==> config.mk <==
export PLATFORM = sky130hd
export DESIGN_NAME = ddr_app_bridge
export DESIGN_NICKNAME = d
export VERILOG_FILES = /design/src/ddr_app_pkg.sv /design/src/app_if.sv /design/src/ddr_app_bridge.sv /design/src/ddr_ctrl_model.sv /design/src/app_sequencer.sv /design/src/apb_regs.sv /design/src/sync_fifo.sv
export VERILOG_INCLUDE_DIRS = /design/src
export SDC_FILE = /design/constraint.sdc
export NUM_CORES = 2
export LEC_CHECK = 0
export BUFFER_PORTS_ARGS = -buffer_cell sky130_fd_sc_hd__clkbuf_2
export CAP_MARGIN = 25
export CORE_MARGIN = 4
export CORE_UTILIZATION = 50
export CTS_CLUSTER_DIAMETER = 60
export CTS_CLUSTER_SIZE = 30
export DETAILED_ROUTE_END_ITERATION = 10
export PLACE_DENSITY = 0.68
export SLEW_MARGIN = 20
export SYNTH_ARGS = -nofsm -noshare
export SYNTH_HDL_FRONTEND = slang
export SYNTH_HIERARCHICAL = 1
export SYNTH_SLANG_ARGS = --single-unit
export TNS_END_PERCENT = 20
==> constraint.sdc <==
create_clock -name ui_clk -period 17.6 [get_ports ui_clk]
set_input_delay 1.76 -clock ui_clk [delete_from_list [all_inputs] [get_ports ui_clk]]
set_output_delay 1.76 -clock ui_clk [all_outputs]
set_load 0.05 [all_outputs]
==> src/ddr_app_params.svh <==
`ifndef DDR_APP_PARAMS_SVH
`define DDR_APP_PARAMS_SVH

// application interface widths.
`define DDR_ADDR_W    27
`define DDR_DATA_W    64
`define DDR_MASK_W    8
`define BEAT_W        (`DDR_DATA_W + `DDR_MASK_W)
`define APB_ADDR_W    8

`define FIFO_DEPTH    8
`define FIFO_CNT_W    4      // holds 0 up to FIFO_DEPTH.
`define RD_LATENCY    6      // command accept to first read beat.
`define CALIB_CYCLES  40
`define MEM_LINES     16

// register offsets.
`define REG_STATUS    8'h00
`define REG_WDATA_LO  8'h04
`define REG_WDATA_HI  8'h08
`define REG_WMASK     8'h0C  // write pushes the staged beat.
`define REG_CMD       8'h10
`define REG_RDATA_LO  8'h14
`define REG_RDATA_HI  8'h18  // read pops the head beat.

`endif
==> src/ddr_app_pkg.sv <==
`include "ddr_app_params.svh"

package ddr_app_pkg;

    // same encoding as bit 0 of app_cmd.
    typedef enum logic {
        APP_WRITE = 1'b0,
        APP_READ  = 1'b1
    } app_op_e;

    typedef struct packed {
        app_op_e                op;
        logic [`DDR_ADDR_W-1:0] addr;
    } app_cmd_t;

    typedef struct packed {
        logic [`DDR_DATA_W-1:0] data;
        logic [`DDR_MASK_W-1:0] mask;  // 1 = byte enabled.
    } app_beat_t;

    typedef struct packed {
        logic [3:0]             rsvd;
        app_op_e                op;
        logic [`DDR_ADDR_W-1:0] addr;
    } apb_cmd_word_t;

    // one apb word, taken as plain data or as a command.
    typedef union packed {
        logic [31:0]   raw;
        apb_cmd_word_t cmd;
    } apb_word_u;

    typedef struct packed {
        logic [23:0]            rsvd;
        logic                   error;     // sticky.
        logic [`FIFO_CNT_W-1:0] rd_count;
        logic                   wr_full;
        logic                   cmd_full;
        logic                   ready;
    } status_t;

endpackage

==> src/app_if.sv <==
`timescale 1ns/1ns
`include "ddr_app_params.svh"

interface app_if;

    // command channel.
    logic                   app_en;
    logic [2:0]             app_cmd;
    logic [`DDR_ADDR_W-1:0] app_addr;
    logic                   app_rdy;

    // write data channel, mask bit set means byte disabled.
    logic                   app_wdf_wren;
    logic [`DDR_DATA_W-1:0] app_wdf_data;
    logic [`DDR_MASK_W-1:0] app_wdf_mask;
    logic                   app_wdf_end;
    logic                   app_wdf_rdy;

    // read data, no back-pressure.
    logic [`DDR_DATA_W-1:0] app_rd_data;
    logic                   app_rd_data_valid;
    logic                   app_rd_data_end;

    logic                   init_calib_complete;

    modport seq (
        output app_en, app_cmd, app_addr,
        output app_wdf_wren, app_wdf_data, app_wdf_mask, app_wdf_end,
        input  app_rdy, app_wdf_rdy, init_calib_complete,
        input  app_rd_data, app_rd_data_valid, app_rd_data_end
    );

    modport ctrl (
        input  app_en, app_cmd, app_addr,
        input  app_wdf_wren, app_wdf_data, app_wdf_mask, app_wdf_end,
        output app_rdy, app_wdf_rdy, init_calib_complete,
        output app_rd_data, app_rd_data_valid, app_rd_data_end
    );

endinterface

==> src/ddr_app_bridge.sv <==
`timescale 1ns/1ns
`include "ddr_app_params.svh"

module ddr_app_bridge (
    input  logic                   ui_clk,
    input  logic                   ui_rst,
    input  logic [`APB_ADDR_W-1:0] paddr_i,
    input  logic                   psel_i,
    input  logic                   penable_i,
    input  logic                   pwrite_i,
    input  logic [31:0]            pwdata_i,
    output logic [31:0]            prdata_o,
    output logic                   pready_o,
    output logic                   pslverr_o
);

    localparam int CMD_W = $bits(ddr_app_pkg::app_cmd_t);

    ddr_app_pkg::app_cmd_t  cmd_in;
    ddr_app_pkg::app_beat_t beat_in;
    ddr_app_pkg::app_beat_t beat_head;
    ddr_app_pkg::app_beat_t rd_in;
    ddr_app_pkg::app_beat_t rd_head;
    logic [`BEAT_W-1:0]     cmd_word;   // command sits in the low bits.
    logic                   cmd_push, cmd_pop, cmd_full, cmd_empty;
    logic                   wr_push, wr_pop, wr_full, wr_empty;
    logic                   rd_push, rd_pop;
    logic [`FIFO_CNT_W-1:0] rd_count;

    app_if app ();

    apb_regs u_regs (
        .ui_clk     (ui_clk),
        .ui_rst     (ui_rst),
        .paddr_i    (paddr_i),
        .psel_i     (psel_i),
        .penable_i  (penable_i),
        .pwrite_i   (pwrite_i),
        .pwdata_i   (pwdata_i),
        .prdata_o   (prdata_o),
        .pready_o   (pready_o),
        .pslverr_o  (pslverr_o),
        .cmd_push_o (cmd_push),
        .cmd_o      (cmd_in),
        .cmd_full_i (cmd_full),
        .wr_push_o  (wr_push),
        .beat_o     (beat_in),
        .wr_full_i  (wr_full),
        .rd_pop_o   (rd_pop),
        .rd_beat_i  (rd_head),
        .rd_count_i (rd_count),
        .calib_i    (app.init_calib_complete)
    );

    sync_fifo cmd_fifo (
        .ui_clk  (ui_clk),
        .ui_rst  (ui_rst),
        .push_i  (cmd_push),
        .pop_i   (cmd_pop),
        .data_i  ({{(`BEAT_W - CMD_W){1'b0}}, cmd_in}),
        .data_o  (cmd_word),
        .full_o  (cmd_full),
        .empty_o (cmd_empty),
        .count_o ()
    );

    sync_fifo wr_fifo (
        .ui_clk  (ui_clk),
        .ui_rst  (ui_rst),
        .push_i  (wr_push),
        .pop_i   (wr_pop),
        .data_i  (beat_in),
        .data_o  (beat_head),
        .full_o  (wr_full),
        .empty_o (wr_empty),
        .count_o ()
    );

    sync_fifo rd_fifo (
        .ui_clk  (ui_clk),
        .ui_rst  (ui_rst),
        .push_i  (rd_push),
        .pop_i   (rd_pop),
        .data_i  (rd_in),
        .data_o  (rd_head),
        .full_o  (),
        .empty_o (),
        .count_o (rd_count)
    );

    app_sequencer u_seq (
        .ui_clk      (ui_clk),
        .ui_rst      (ui_rst),
        .cmd_i       (ddr_app_pkg::app_cmd_t'(cmd_word[CMD_W-1:0])),
        .cmd_empty_i (cmd_empty),
        .cmd_pop_o   (cmd_pop),
        .beat_i      (beat_head),
        .wr_empty_i  (wr_empty),
        .wr_pop_o    (wr_pop),
        .rd_count_i  (rd_count),
        .rd_push_o   (rd_push),
        .rd_beat_o   (rd_in),
        .app         (app)
    );

    ddr_ctrl_model u_ctrl (
        .ui_clk (ui_clk),
        .ui_rst (ui_rst),
        .app    (app)
    );

endmodule

==> src/ddr_ctrl_model.sv <==
`timescale 1ns/1ns
`include "ddr_app_params.svh"

module ddr_ctrl_model (
    input logic ui_clk,
    input logic ui_rst,
    app_if.ctrl app
);

    localparam int LINE_W = $clog2(`MEM_LINES);
    localparam int CNT_W  = $clog2(`CALIB_CYCLES + 1);
    localparam int LAT    = `RD_LATENCY;

    logic [2*`DDR_DATA_W-1:0] mem [`MEM_LINES];
    logic [CNT_W-1:0]         calib_cnt;
    logic                     calib_done;
    logic [1:0]               slot;
    logic [LINE_W-1:0]        wq [4];       // write lines waiting for beats.
    logic [1:0]               wq_wr;
    logic [1:0]               wq_rd;
    logic [LINE_W-1:0]        wr_line;
    logic [LAT-1:0]           rd_vld;
    logic [LINE_W-1:0]        rd_line [LAT];
    logic                     sec_vld;
    logic [LINE_W-1:0]        sec_line;
    logic                     cmd_acc;
    logic                     beat_acc;
    logic                     is_read;

    assign calib_done = calib_cnt == CNT_W'(`CALIB_CYCLES);
    assign app.init_calib_complete = calib_done;
    assign app.app_rdy     = calib_done && slot != 2'd3;  // low one cycle in four.
    assign app.app_wdf_rdy = app.app_rdy;

    assign is_read  = app.app_cmd[0] == ddr_app_pkg::APP_READ;
    assign cmd_acc  = app.app_en && app.app_rdy;
    assign beat_acc = app.app_wdf_wren && app.app_wdf_rdy;
    assign wr_line  = wq[wq_rd];

    always_ff @(posedge ui_clk) begin
        if (ui_rst) begin
            calib_cnt <= '0;
            slot      <= '0;
            wq_wr     <= '0;
            wq_rd     <= '0;
            rd_vld    <= '0;
            sec_vld   <= 1'b0;
        end else begin
            if (!calib_done) calib_cnt <= calib_cnt + 1'b1;
            slot <= slot + 1'b1;
            if (cmd_acc && !is_read) wq_wr <= wq_wr + 1'b1;
            if (beat_acc && app.app_wdf_end) wq_rd <= wq_rd + 1'b1;
            rd_vld  <= {rd_vld[LAT-2:0], cmd_acc && is_read};
            sec_vld <= rd_vld[LAT-1];
        end
    end

    always_ff @(posedge ui_clk) begin
        if (cmd_acc && !is_read) wq[wq_wr] <= app.app_addr[LINE_W-1:0];
        rd_line[0] <= app.app_addr[LINE_W-1:0];
        for (int i = 1; i < LAT; i++) begin
            rd_line[i] <= rd_line[i-1];
        end
        sec_line <= rd_line[LAT-1];
    end

    // array is cleared line by line while calibration runs.
    always_ff @(posedge ui_clk) begin
        if (!calib_done) begin
            mem[calib_cnt[LINE_W-1:0]] <= '0;
        end else if (beat_acc) begin
            for (int b = 0; b < `DDR_MASK_W; b++) begin
                if (!app.app_wdf_mask[b]) begin
                    mem[wr_line][int'({app.app_wdf_end, 6'd0}) + 8*b +: 8]
                        <= app.app_wdf_data[8*b +: 8];
                end
            end
        end
    end

    // data is taken from the array as it leaves the pipe.
    assign app.app_rd_data_valid = rd_vld[LAT-1] || sec_vld;
    assign app.app_rd_data_end   = sec_vld;
    assign app.app_rd_data = sec_vld ? mem[sec_line][2*`DDR_DATA_W-1:`DDR_DATA_W]
                                     : mem[rd_line[LAT-1]][`DDR_DATA_W-1:0];

    a_no_beat_overlap: assert property (@(posedge ui_clk) disable iff (ui_rst)
        !(rd_vld[LAT-1] && sec_vld))
        else $error("read commands accepted on adjacent cycles");

endmodule

==> src/app_sequencer.sv <==
`timescale 1ns/1ns
`include "ddr_app_params.svh"

module app_sequencer (
    input  logic                   ui_clk,
    input  logic                   ui_rst,
    input  ddr_app_pkg::app_cmd_t  cmd_i,
    input  logic                   cmd_empty_i,
    output logic                   cmd_pop_o,
    input  ddr_app_pkg::app_beat_t beat_i,
    input  logic                   wr_empty_i,
    output logic                   wr_pop_o,
    input  logic [`FIFO_CNT_W-1:0] rd_count_i,
    output logic                   rd_push_o,
    output ddr_app_pkg::app_beat_t rd_beat_o,
    app_if.seq                     app
);

    typedef enum logic {CMD_IDLE, CMD_ISSUE} cmd_state_e;
    typedef enum logic [1:0] {WR_IDLE, WR_BEAT, WR_PAD} wr_state_e;

    cmd_state_e cmd_state;
    cmd_state_e cmd_state_nxt;
    wr_state_e  wr_state;
    wr_state_e  wr_state_nxt;
    logic       wr_end;
    logic       wr_end_nxt;
    logic [3:0] wr_pending;   // accepted writes still owing a burst.
    logic [2:0] rd_inflight;  // reads whose last beat is outstanding.
    logic       rd_room;
    logic       cmd_ok;
    logic       wr_acc;
    logic       rd_acc;
    logic       burst_done;

    // keep room in the read FIFO for every beat in flight.
    assign rd_room = 5'(rd_count_i) + 5'({rd_inflight, 1'b0}) + 5'd2 <= 5'(`FIFO_DEPTH);
    assign cmd_ok  = cmd_i.op == ddr_app_pkg::APP_WRITE || rd_room;
    assign wr_acc  = cmd_pop_o && cmd_i.op == ddr_app_pkg::APP_WRITE;
    assign rd_acc  = cmd_pop_o && cmd_i.op == ddr_app_pkg::APP_READ;
    assign burst_done = app.app_wdf_wren && app.app_wdf_rdy && app.app_wdf_end;

    always_ff @(posedge ui_clk) begin
        if (ui_rst) begin
            cmd_state   <= CMD_IDLE;
            wr_state    <= WR_IDLE;
            wr_end      <= 1'b0;
            wr_pending  <= '0;
            rd_inflight <= '0;
        end else begin
            cmd_state   <= cmd_state_nxt;
            wr_state    <= wr_state_nxt;
            wr_end      <= wr_end_nxt;
            wr_pending  <= wr_pending + 4'(wr_acc) - 4'(burst_done);
            rd_inflight <= rd_inflight + 3'(rd_acc)
                           - 3'(app.app_rd_data_valid && app.app_rd_data_end);
        end
    end

    // idle between commands, so read beats never overlap.
    always_comb begin
        cmd_state_nxt = cmd_state;
        cmd_pop_o     = 1'b0;
        app.app_en    = 1'b0;
        app.app_cmd   = {2'b00, cmd_i.op};
        app.app_addr  = cmd_i.addr;
        case (cmd_state)
            CMD_IDLE: begin
                if (app.init_calib_complete && !cmd_empty_i && cmd_ok) begin
                    cmd_state_nxt = CMD_ISSUE;
                end
            end
            CMD_ISSUE: begin
                app.app_en = 1'b1;
                if (app.app_rdy) begin
                    cmd_pop_o     = 1'b1;
                    cmd_state_nxt = CMD_IDLE;
                end
            end
            default: cmd_state_nxt = CMD_IDLE;
        endcase
    end

    // beats follow their accepted write command.
    always_comb begin
        wr_state_nxt     = wr_state;
        wr_end_nxt       = wr_end;
        wr_pop_o         = 1'b0;
        app.app_wdf_wren = 1'b0;
        app.app_wdf_end  = wr_end;
        app.app_wdf_data = beat_i.data;
        app.app_wdf_mask = ~beat_i.mask;  // enable to disable polarity.
        case (wr_state)
            WR_IDLE: begin
                if (wr_pending != '0 && !wr_empty_i) wr_state_nxt = WR_BEAT;
            end
            WR_BEAT: begin
                if (!wr_empty_i) begin
                    app.app_wdf_wren = 1'b1;
                    if (app.app_wdf_rdy) begin
                        wr_pop_o   = 1'b1;
                        wr_end_nxt = !wr_end;
                        if (wr_end) wr_state_nxt = WR_IDLE;
                    end
                end else if (wr_end) begin
                    wr_state_nxt = WR_PAD;  // odd beat, close the burst.
                end
            end
            WR_PAD: begin
                app.app_wdf_wren = 1'b1;
                app.app_wdf_end  = 1'b1;
                app.app_wdf_data = '0;
                app.app_wdf_mask = '1;
                if (app.app_wdf_rdy) begin
                    wr_end_nxt   = 1'b0;
                    wr_state_nxt = WR_IDLE;
                end
            end
            default: wr_state_nxt = WR_IDLE;
        endcase
    end

    assign rd_push_o = app.app_rd_data_valid;
    assign rd_beat_o = '{data: app.app_rd_data, mask: '1};

    a_en_held: assert property (@(posedge ui_clk) disable iff (ui_rst)
        app.app_en && !app.app_rdy |=> app.app_en && $stable(app.app_addr)
                                       && $stable(app.app_cmd))
        else $error("app_en dropped before app_rdy");

endmodule

==> src/apb_regs.sv <==
`timescale 1ns/1ns
`include "ddr_app_params.svh"

module apb_regs (
    input  logic                   ui_clk,
    input  logic                   ui_rst,
    input  logic [`APB_ADDR_W-1:0] paddr_i,
    input  logic                   psel_i,
    input  logic                   penable_i,
    input  logic                   pwrite_i,
    input  logic [31:0]            pwdata_i,
    output logic [31:0]            prdata_o,
    output logic                   pready_o,
    output logic                   pslverr_o,
    output logic                   cmd_push_o,
    output ddr_app_pkg::app_cmd_t  cmd_o,
    input  logic                   cmd_full_i,
    output logic                   wr_push_o,
    output ddr_app_pkg::app_beat_t beat_o,
    input  logic                   wr_full_i,
    output logic                   rd_pop_o,
    input  ddr_app_pkg::app_beat_t rd_beat_i,
    input  logic [`FIFO_CNT_W-1:0] rd_count_i,
    input  logic                   calib_i
);

    ddr_app_pkg::apb_word_u pw;
    ddr_app_pkg::status_t   status;
    logic [31:0]            wdata_lo;
    logic [31:0]            wdata_hi;
    logic                   err_sticky;
    logic                   access;
    logic                   wr_acc;
    logic                   mapped;
    logic                   fail;

    assign pw     = pwdata_i;
    assign access = psel_i && penable_i;
    assign wr_acc = access && pwrite_i;

    always_comb begin
        case (paddr_i)
            `REG_STATUS, `REG_WDATA_LO, `REG_WDATA_HI, `REG_WMASK,
            `REG_CMD, `REG_RDATA_LO, `REG_RDATA_HI: mapped = 1'b1;
            default:                                 mapped = 1'b0;
        endcase
    end

    // failed access has no side effect.
    assign fail = access && (!mapped
                  || (pwrite_i && paddr_i == `REG_WMASK && wr_full_i)
                  || (pwrite_i && paddr_i == `REG_CMD && cmd_full_i)
                  || (!pwrite_i && paddr_i == `REG_RDATA_HI && rd_count_i == '0));

    assign pslverr_o = fail;
    assign pready_o  = 1'b1;  // zero wait states.

    assign cmd_push_o = wr_acc && !fail && paddr_i == `REG_CMD;
    assign wr_push_o  = wr_acc && !fail && paddr_i == `REG_WMASK;
    assign rd_pop_o   = access && !pwrite_i && !fail && paddr_i == `REG_RDATA_HI;

    assign cmd_o  = '{op: pw.cmd.op, addr: pw.cmd.addr};
    assign beat_o = '{data: {wdata_hi, wdata_lo}, mask: pw.raw[`DDR_MASK_W-1:0]};

    always_ff @(posedge ui_clk) begin
        if (wr_acc && paddr_i == `REG_WDATA_LO) wdata_lo <= pw.raw;
        if (wr_acc && paddr_i == `REG_WDATA_HI) wdata_hi <= pw.raw;
    end

    always_ff @(posedge ui_clk) begin
        if (ui_rst) begin
            err_sticky <= 1'b0;
        end else if (fail) begin
            err_sticky <= 1'b1;
        end else if (wr_acc && paddr_i == `REG_STATUS) begin
            err_sticky <= 1'b0;  // any status write clears it.
        end
    end

    always_comb begin
        status          = '0;
        status.ready    = calib_i;
        status.cmd_full = cmd_full_i;
        status.wr_full  = wr_full_i;
        status.rd_count = rd_count_i;
        status.error    = err_sticky;
    end

    always_comb begin
        case (paddr_i)
            `REG_STATUS:   prdata_o = status;
            `REG_WDATA_LO: prdata_o = wdata_lo;
            `REG_WDATA_HI: prdata_o = wdata_hi;
            `REG_RDATA_LO: prdata_o = rd_beat_i.data[31:0];
            `REG_RDATA_HI: prdata_o = rd_beat_i.data[63:32];
            default:       prdata_o = '0;  // cmd and mask are write only.
        endcase
    end

    a_apb_stable: assert property (@(posedge ui_clk) disable iff (ui_rst)
        psel_i && !penable_i |=> psel_i && penable_i && $stable(paddr_i)
                                 && $stable(pwrite_i) && $stable(pwdata_i))
        else $error("APB setup not held into access");

endmodule

==> src/sync_fifo.sv <==
`timescale 1ns/1ns
`include "ddr_app_params.svh"

module sync_fifo (
    input  logic                   ui_clk,
    input  logic                   ui_rst,
    input  logic                   push_i,
    input  logic                   pop_i,
    input  logic [`BEAT_W-1:0]     data_i,
    output logic [`BEAT_W-1:0]     data_o,
    output logic                   full_o,
    output logic                   empty_o,
    output logic [`FIFO_CNT_W-1:0] count_o
);

    localparam int PTR_W = $clog2(`FIFO_DEPTH);

    logic [`BEAT_W-1:0] mem [`FIFO_DEPTH];
    logic [PTR_W-1:0]   wr_ptr;
    logic [PTR_W-1:0]   rd_ptr;

    always_ff @(posedge ui_clk) begin
        if (ui_rst) begin
            wr_ptr  <= '0;
            rd_ptr  <= '0;
            count_o <= '0;
        end else begin
            if (push_i) wr_ptr <= wr_ptr + 1'b1;  // depth is a power of two.
            if (pop_i) rd_ptr <= rd_ptr + 1'b1;
            case ({push_i, pop_i})
                2'b10:   count_o <= count_o + 1'b1;
                2'b01:   count_o <= count_o - 1'b1;
                default: ;
            endcase
        end
    end

    always_ff @(posedge ui_clk) begin
        if (push_i) mem[wr_ptr] <= data_i;
    end

    // head word is visible without a pop.
    assign data_o  = mem[rd_ptr];
    assign full_o  = count_o == `FIFO_CNT_W'(`FIFO_DEPTH);
    assign empty_o = count_o == '0;

    a_no_overflow: assert property (@(posedge ui_clk) disable iff (ui_rst)
        !(push_i && full_o))
        else $error("push into a full FIFO");

    a_no_underflow: assert property (@(posedge ui_clk) disable iff (ui_rst)
        !(pop_i && empty_o))
        else $error("pop from an empty FIFO");

endmodule

==> metrics <==
Antenna Nets Post-Route=0; CP startpoint=paddr_i[3]; share of layout cells above drive strength 1=0.2606; met1 Use GR=0.3591; routed len/inst=31.89 µm; hold-fix buffers at CTS=0; Leak=46.87 nW; Hold WS=330.7 ps; Least-Margin Pin Slew=1140 ps; Core Util, Final=0.5435; Logic pwr share=0.014; slowest CP cell=and2_2; met2 GRT Util=0.3633; area of the die=0.2743 mm²; Clk pwr share=0.351; Layout area overhead=8.229%; Final nets=6,865; Max Transition Viols Final=0; end point of the critical path=prdata_o[29]; GR Util met3=0.05060; Int Power=0.01091 W; Yosys warning count=6; critical path required time=15,840 ps; status=finished clean; crit-path max FO=32; mean post-synth cell area=19.77 µm²; Detailed Routing Iterations Pass 1=8; buffers plus inverters on the worst setup path=3; initial antenna violation count=24; Boundary Pins=79; final hold viol count=0; H-tree Lvls=4; launching point of the worst reg2reg path=u_ctrl/rd_line[5][1]$_DFF_P_; slew margin rel.=0.2351; maxcap violations=0; Tot Pwr=0.01382 W; critical path class=input pin to primary output; first-pass GRT wire length=477,000 µm; hpwl dp=214,200 µm; GRT Max-Usage Layer=met2; RSZ-0062 raised after global routing=false; Final Skew=43.37 ps; Period minus WS final=6034 ps; sw power=0.002916 W; number of setup violations in the final report=0; post-CTS sizing=0; post-CTS setup buffer count=0; Row Count=189; FMAX=165.7 MHz; Synth Instances=6,728; DRC viols=0; CTS tree=yes; number of global-route vias before repair=64,840; Reg2Reg Depth=7; core area=0.2649 mm²; Post-Syn Nets=6,812; Top cell by count, worst path=clkbuf_2; crit share post-route=0.3428; GPL Wtd Cong=0.8823; CP Cell Sequence=clkbuf_2 -> nor4b_4 -> buf_4 -> and2_2 -> a22oi_2 -> o21ai_1 -> clkbuf_2; largest net degree at the start of global routing=112; total number of cells along the worst setup path=7; port bufs=77; Setup Total Neg Slack=0 ps; vias=66,860; clock buffer count from CTS=174; worst hold path class=register to register; critical path capture point type=primary output; Max VDD drop=0.1124 mV; Fillers=20,020; crit path DAT=4270 ps; Reg clk slew, reported paths=100 ps; gr ovfl total=0; CTS sink count=3,356; Cell Pwr Density=96.03 mW/mm²; die height=523.8 µm; vias per inst=6.380; cell family with most CP delay=simple AND/OR/NAND/NOR gates; FF-to-FF setup slack=11,960 ps; Clk Latency, worst-skew pair=890 ps; Clock Tree Buf Depth=3; switching part of the total power=0.2109; Startpoint Class=input pin; slowest stage delay, CP=850 ps; Reg power frac=0.634; clock root cell=clkbuf_16; total routed wirelength=334,200 µm; DR iter-0 viols=9,822; Initial Util=0.5022; gr usage total=0.2426; Mapped Area=0.1330 mm²; die width=523.8 µm; Reg2Reg Capture Point=rd_fifo/mem[6][61]$_DFFE_PP_
==> layout make-up <==
type                            count  area (µm²)  share of cell area
Tap cell                         3533        4420             0.03071
Antenna cell                       18       45.04           0.0003129
Sequential cell                  3356       99810              0.6934
Multi-Input combinational cell   2831       30470              0.2116
Inverter                           30       112.6           0.0007822
Clock buffer                      191        4528             0.03145
Clock inverter                    133        1714             0.01191
Timing Repair Buffer              388        2855             0.01983
==> cells in the final DEF (no fill, tap or decap), drive strengths merged, types with 80 or more instances in the layout <==
cell / n
inv: 98
a22oi: 255
mux2: 472
nand2: 107
nand4: 88
dfxtp: 100
o22ai: 129
o211ai: 80
clkbuf: 269
nor2b: 91
o21ai: 296
a21oi: 80
edfxtp: 3256
mux4: 542
nor2: 80
mux2i: 203
buf: 310
==> flip-flops by register name (all words and copies together), names as in the netlist, 3 cells and up, named ones only <==
register and count:
u_ctrl/mem 2048, wr_fifo/mem 576, rd_fifo/mem 512, cmd_fifo/mem 40
u_regs/wdata_hi 32, u_regs/wdata_lo 32, u_ctrl/rd_line 24, u_ctrl/wq 16
u_ctrl/calib_cnt 6, u_ctrl/rd_vld 6, cmd_fifo/count_o 4, rd_fifo/count_o 4
u_seq/wr_pending 4, wr_fifo/count_o 4, cmd_fifo/rd_ptr 3, cmd_fifo/wr_ptr 3
rd_fifo/rd_ptr 3, rd_fifo/wr_ptr 3, u_seq/rd_inflight 3, wr_fifo/rd_ptr 3
wr_fifo/wr_ptr 3
==> layer usage <==
metal  part of all wire  vias up
li1                   -    27530
met1               0.40    35160
met2               0.46     3599
met3               0.10      563
met4              0.036        8
met5            0.00020        -
==> power by group through the flow <==
stage / Combinational [W] / Sequential [W] / Clock (W)
floorplan: 0.000110 / 0.00894 / 0
global placement: 0.000190 / 0.00894 / 0
detailed placement: 0.000195 / 0.00895 / 0
CTS: 0.000196 / 0.00877 / 0.00494
global route: 0.000210 / 0.00878 / 0.00525
finish: 0.000199 / 0.00877 / 0.00486
==> through the flow <==
step                      area (µm²)  worst slack [ps]  std cells
after floorplan               133000              9260       6728
after global placement        137500             11660      10130
after detailed placement      137500             11590      10130
after CTS                     143800             11510      10460
after global routing          143900             11420      10460
final                         144000             11570      10480
==> how the worst min path moves through the flow <==
stage | start | end | slack, ps | cells past startpoint
6_report | u_ctrl/rd_line[4][1]$_DFF_P_ | u_ctrl/rd_line[5][1]$_DFF_P_ | 330 | 0
5_1_grt | u_ctrl/rd_line[4][1]$_DFF_P_ | u_ctrl/rd_line[5][1]$_DFF_P_ | 340 | 0
4_1_cts | u_ctrl/rd_line[4][1]$_DFF_P_ | u_ctrl/rd_line[5][1]$_DFF_P_ | 330 | 0
3_5_place_dp | u_ctrl/rd_line[2][1]$_DFF_P_ | u_ctrl/rd_line[3][1]$_DFF_P_ | 310 | 0
3_3_place_gp | u_ctrl/rd_line[2][1]$_DFF_P_ | u_ctrl/rd_line[3][1]$_DFF_P_ | 310 | 0
2_1_floorplan | u_ctrl/rd_line[0][0]$_DFF_P_ | u_ctrl/rd_line[1][0]$_DFF_P_ | 310 | 0
Power figures use the tool's default switching activity.
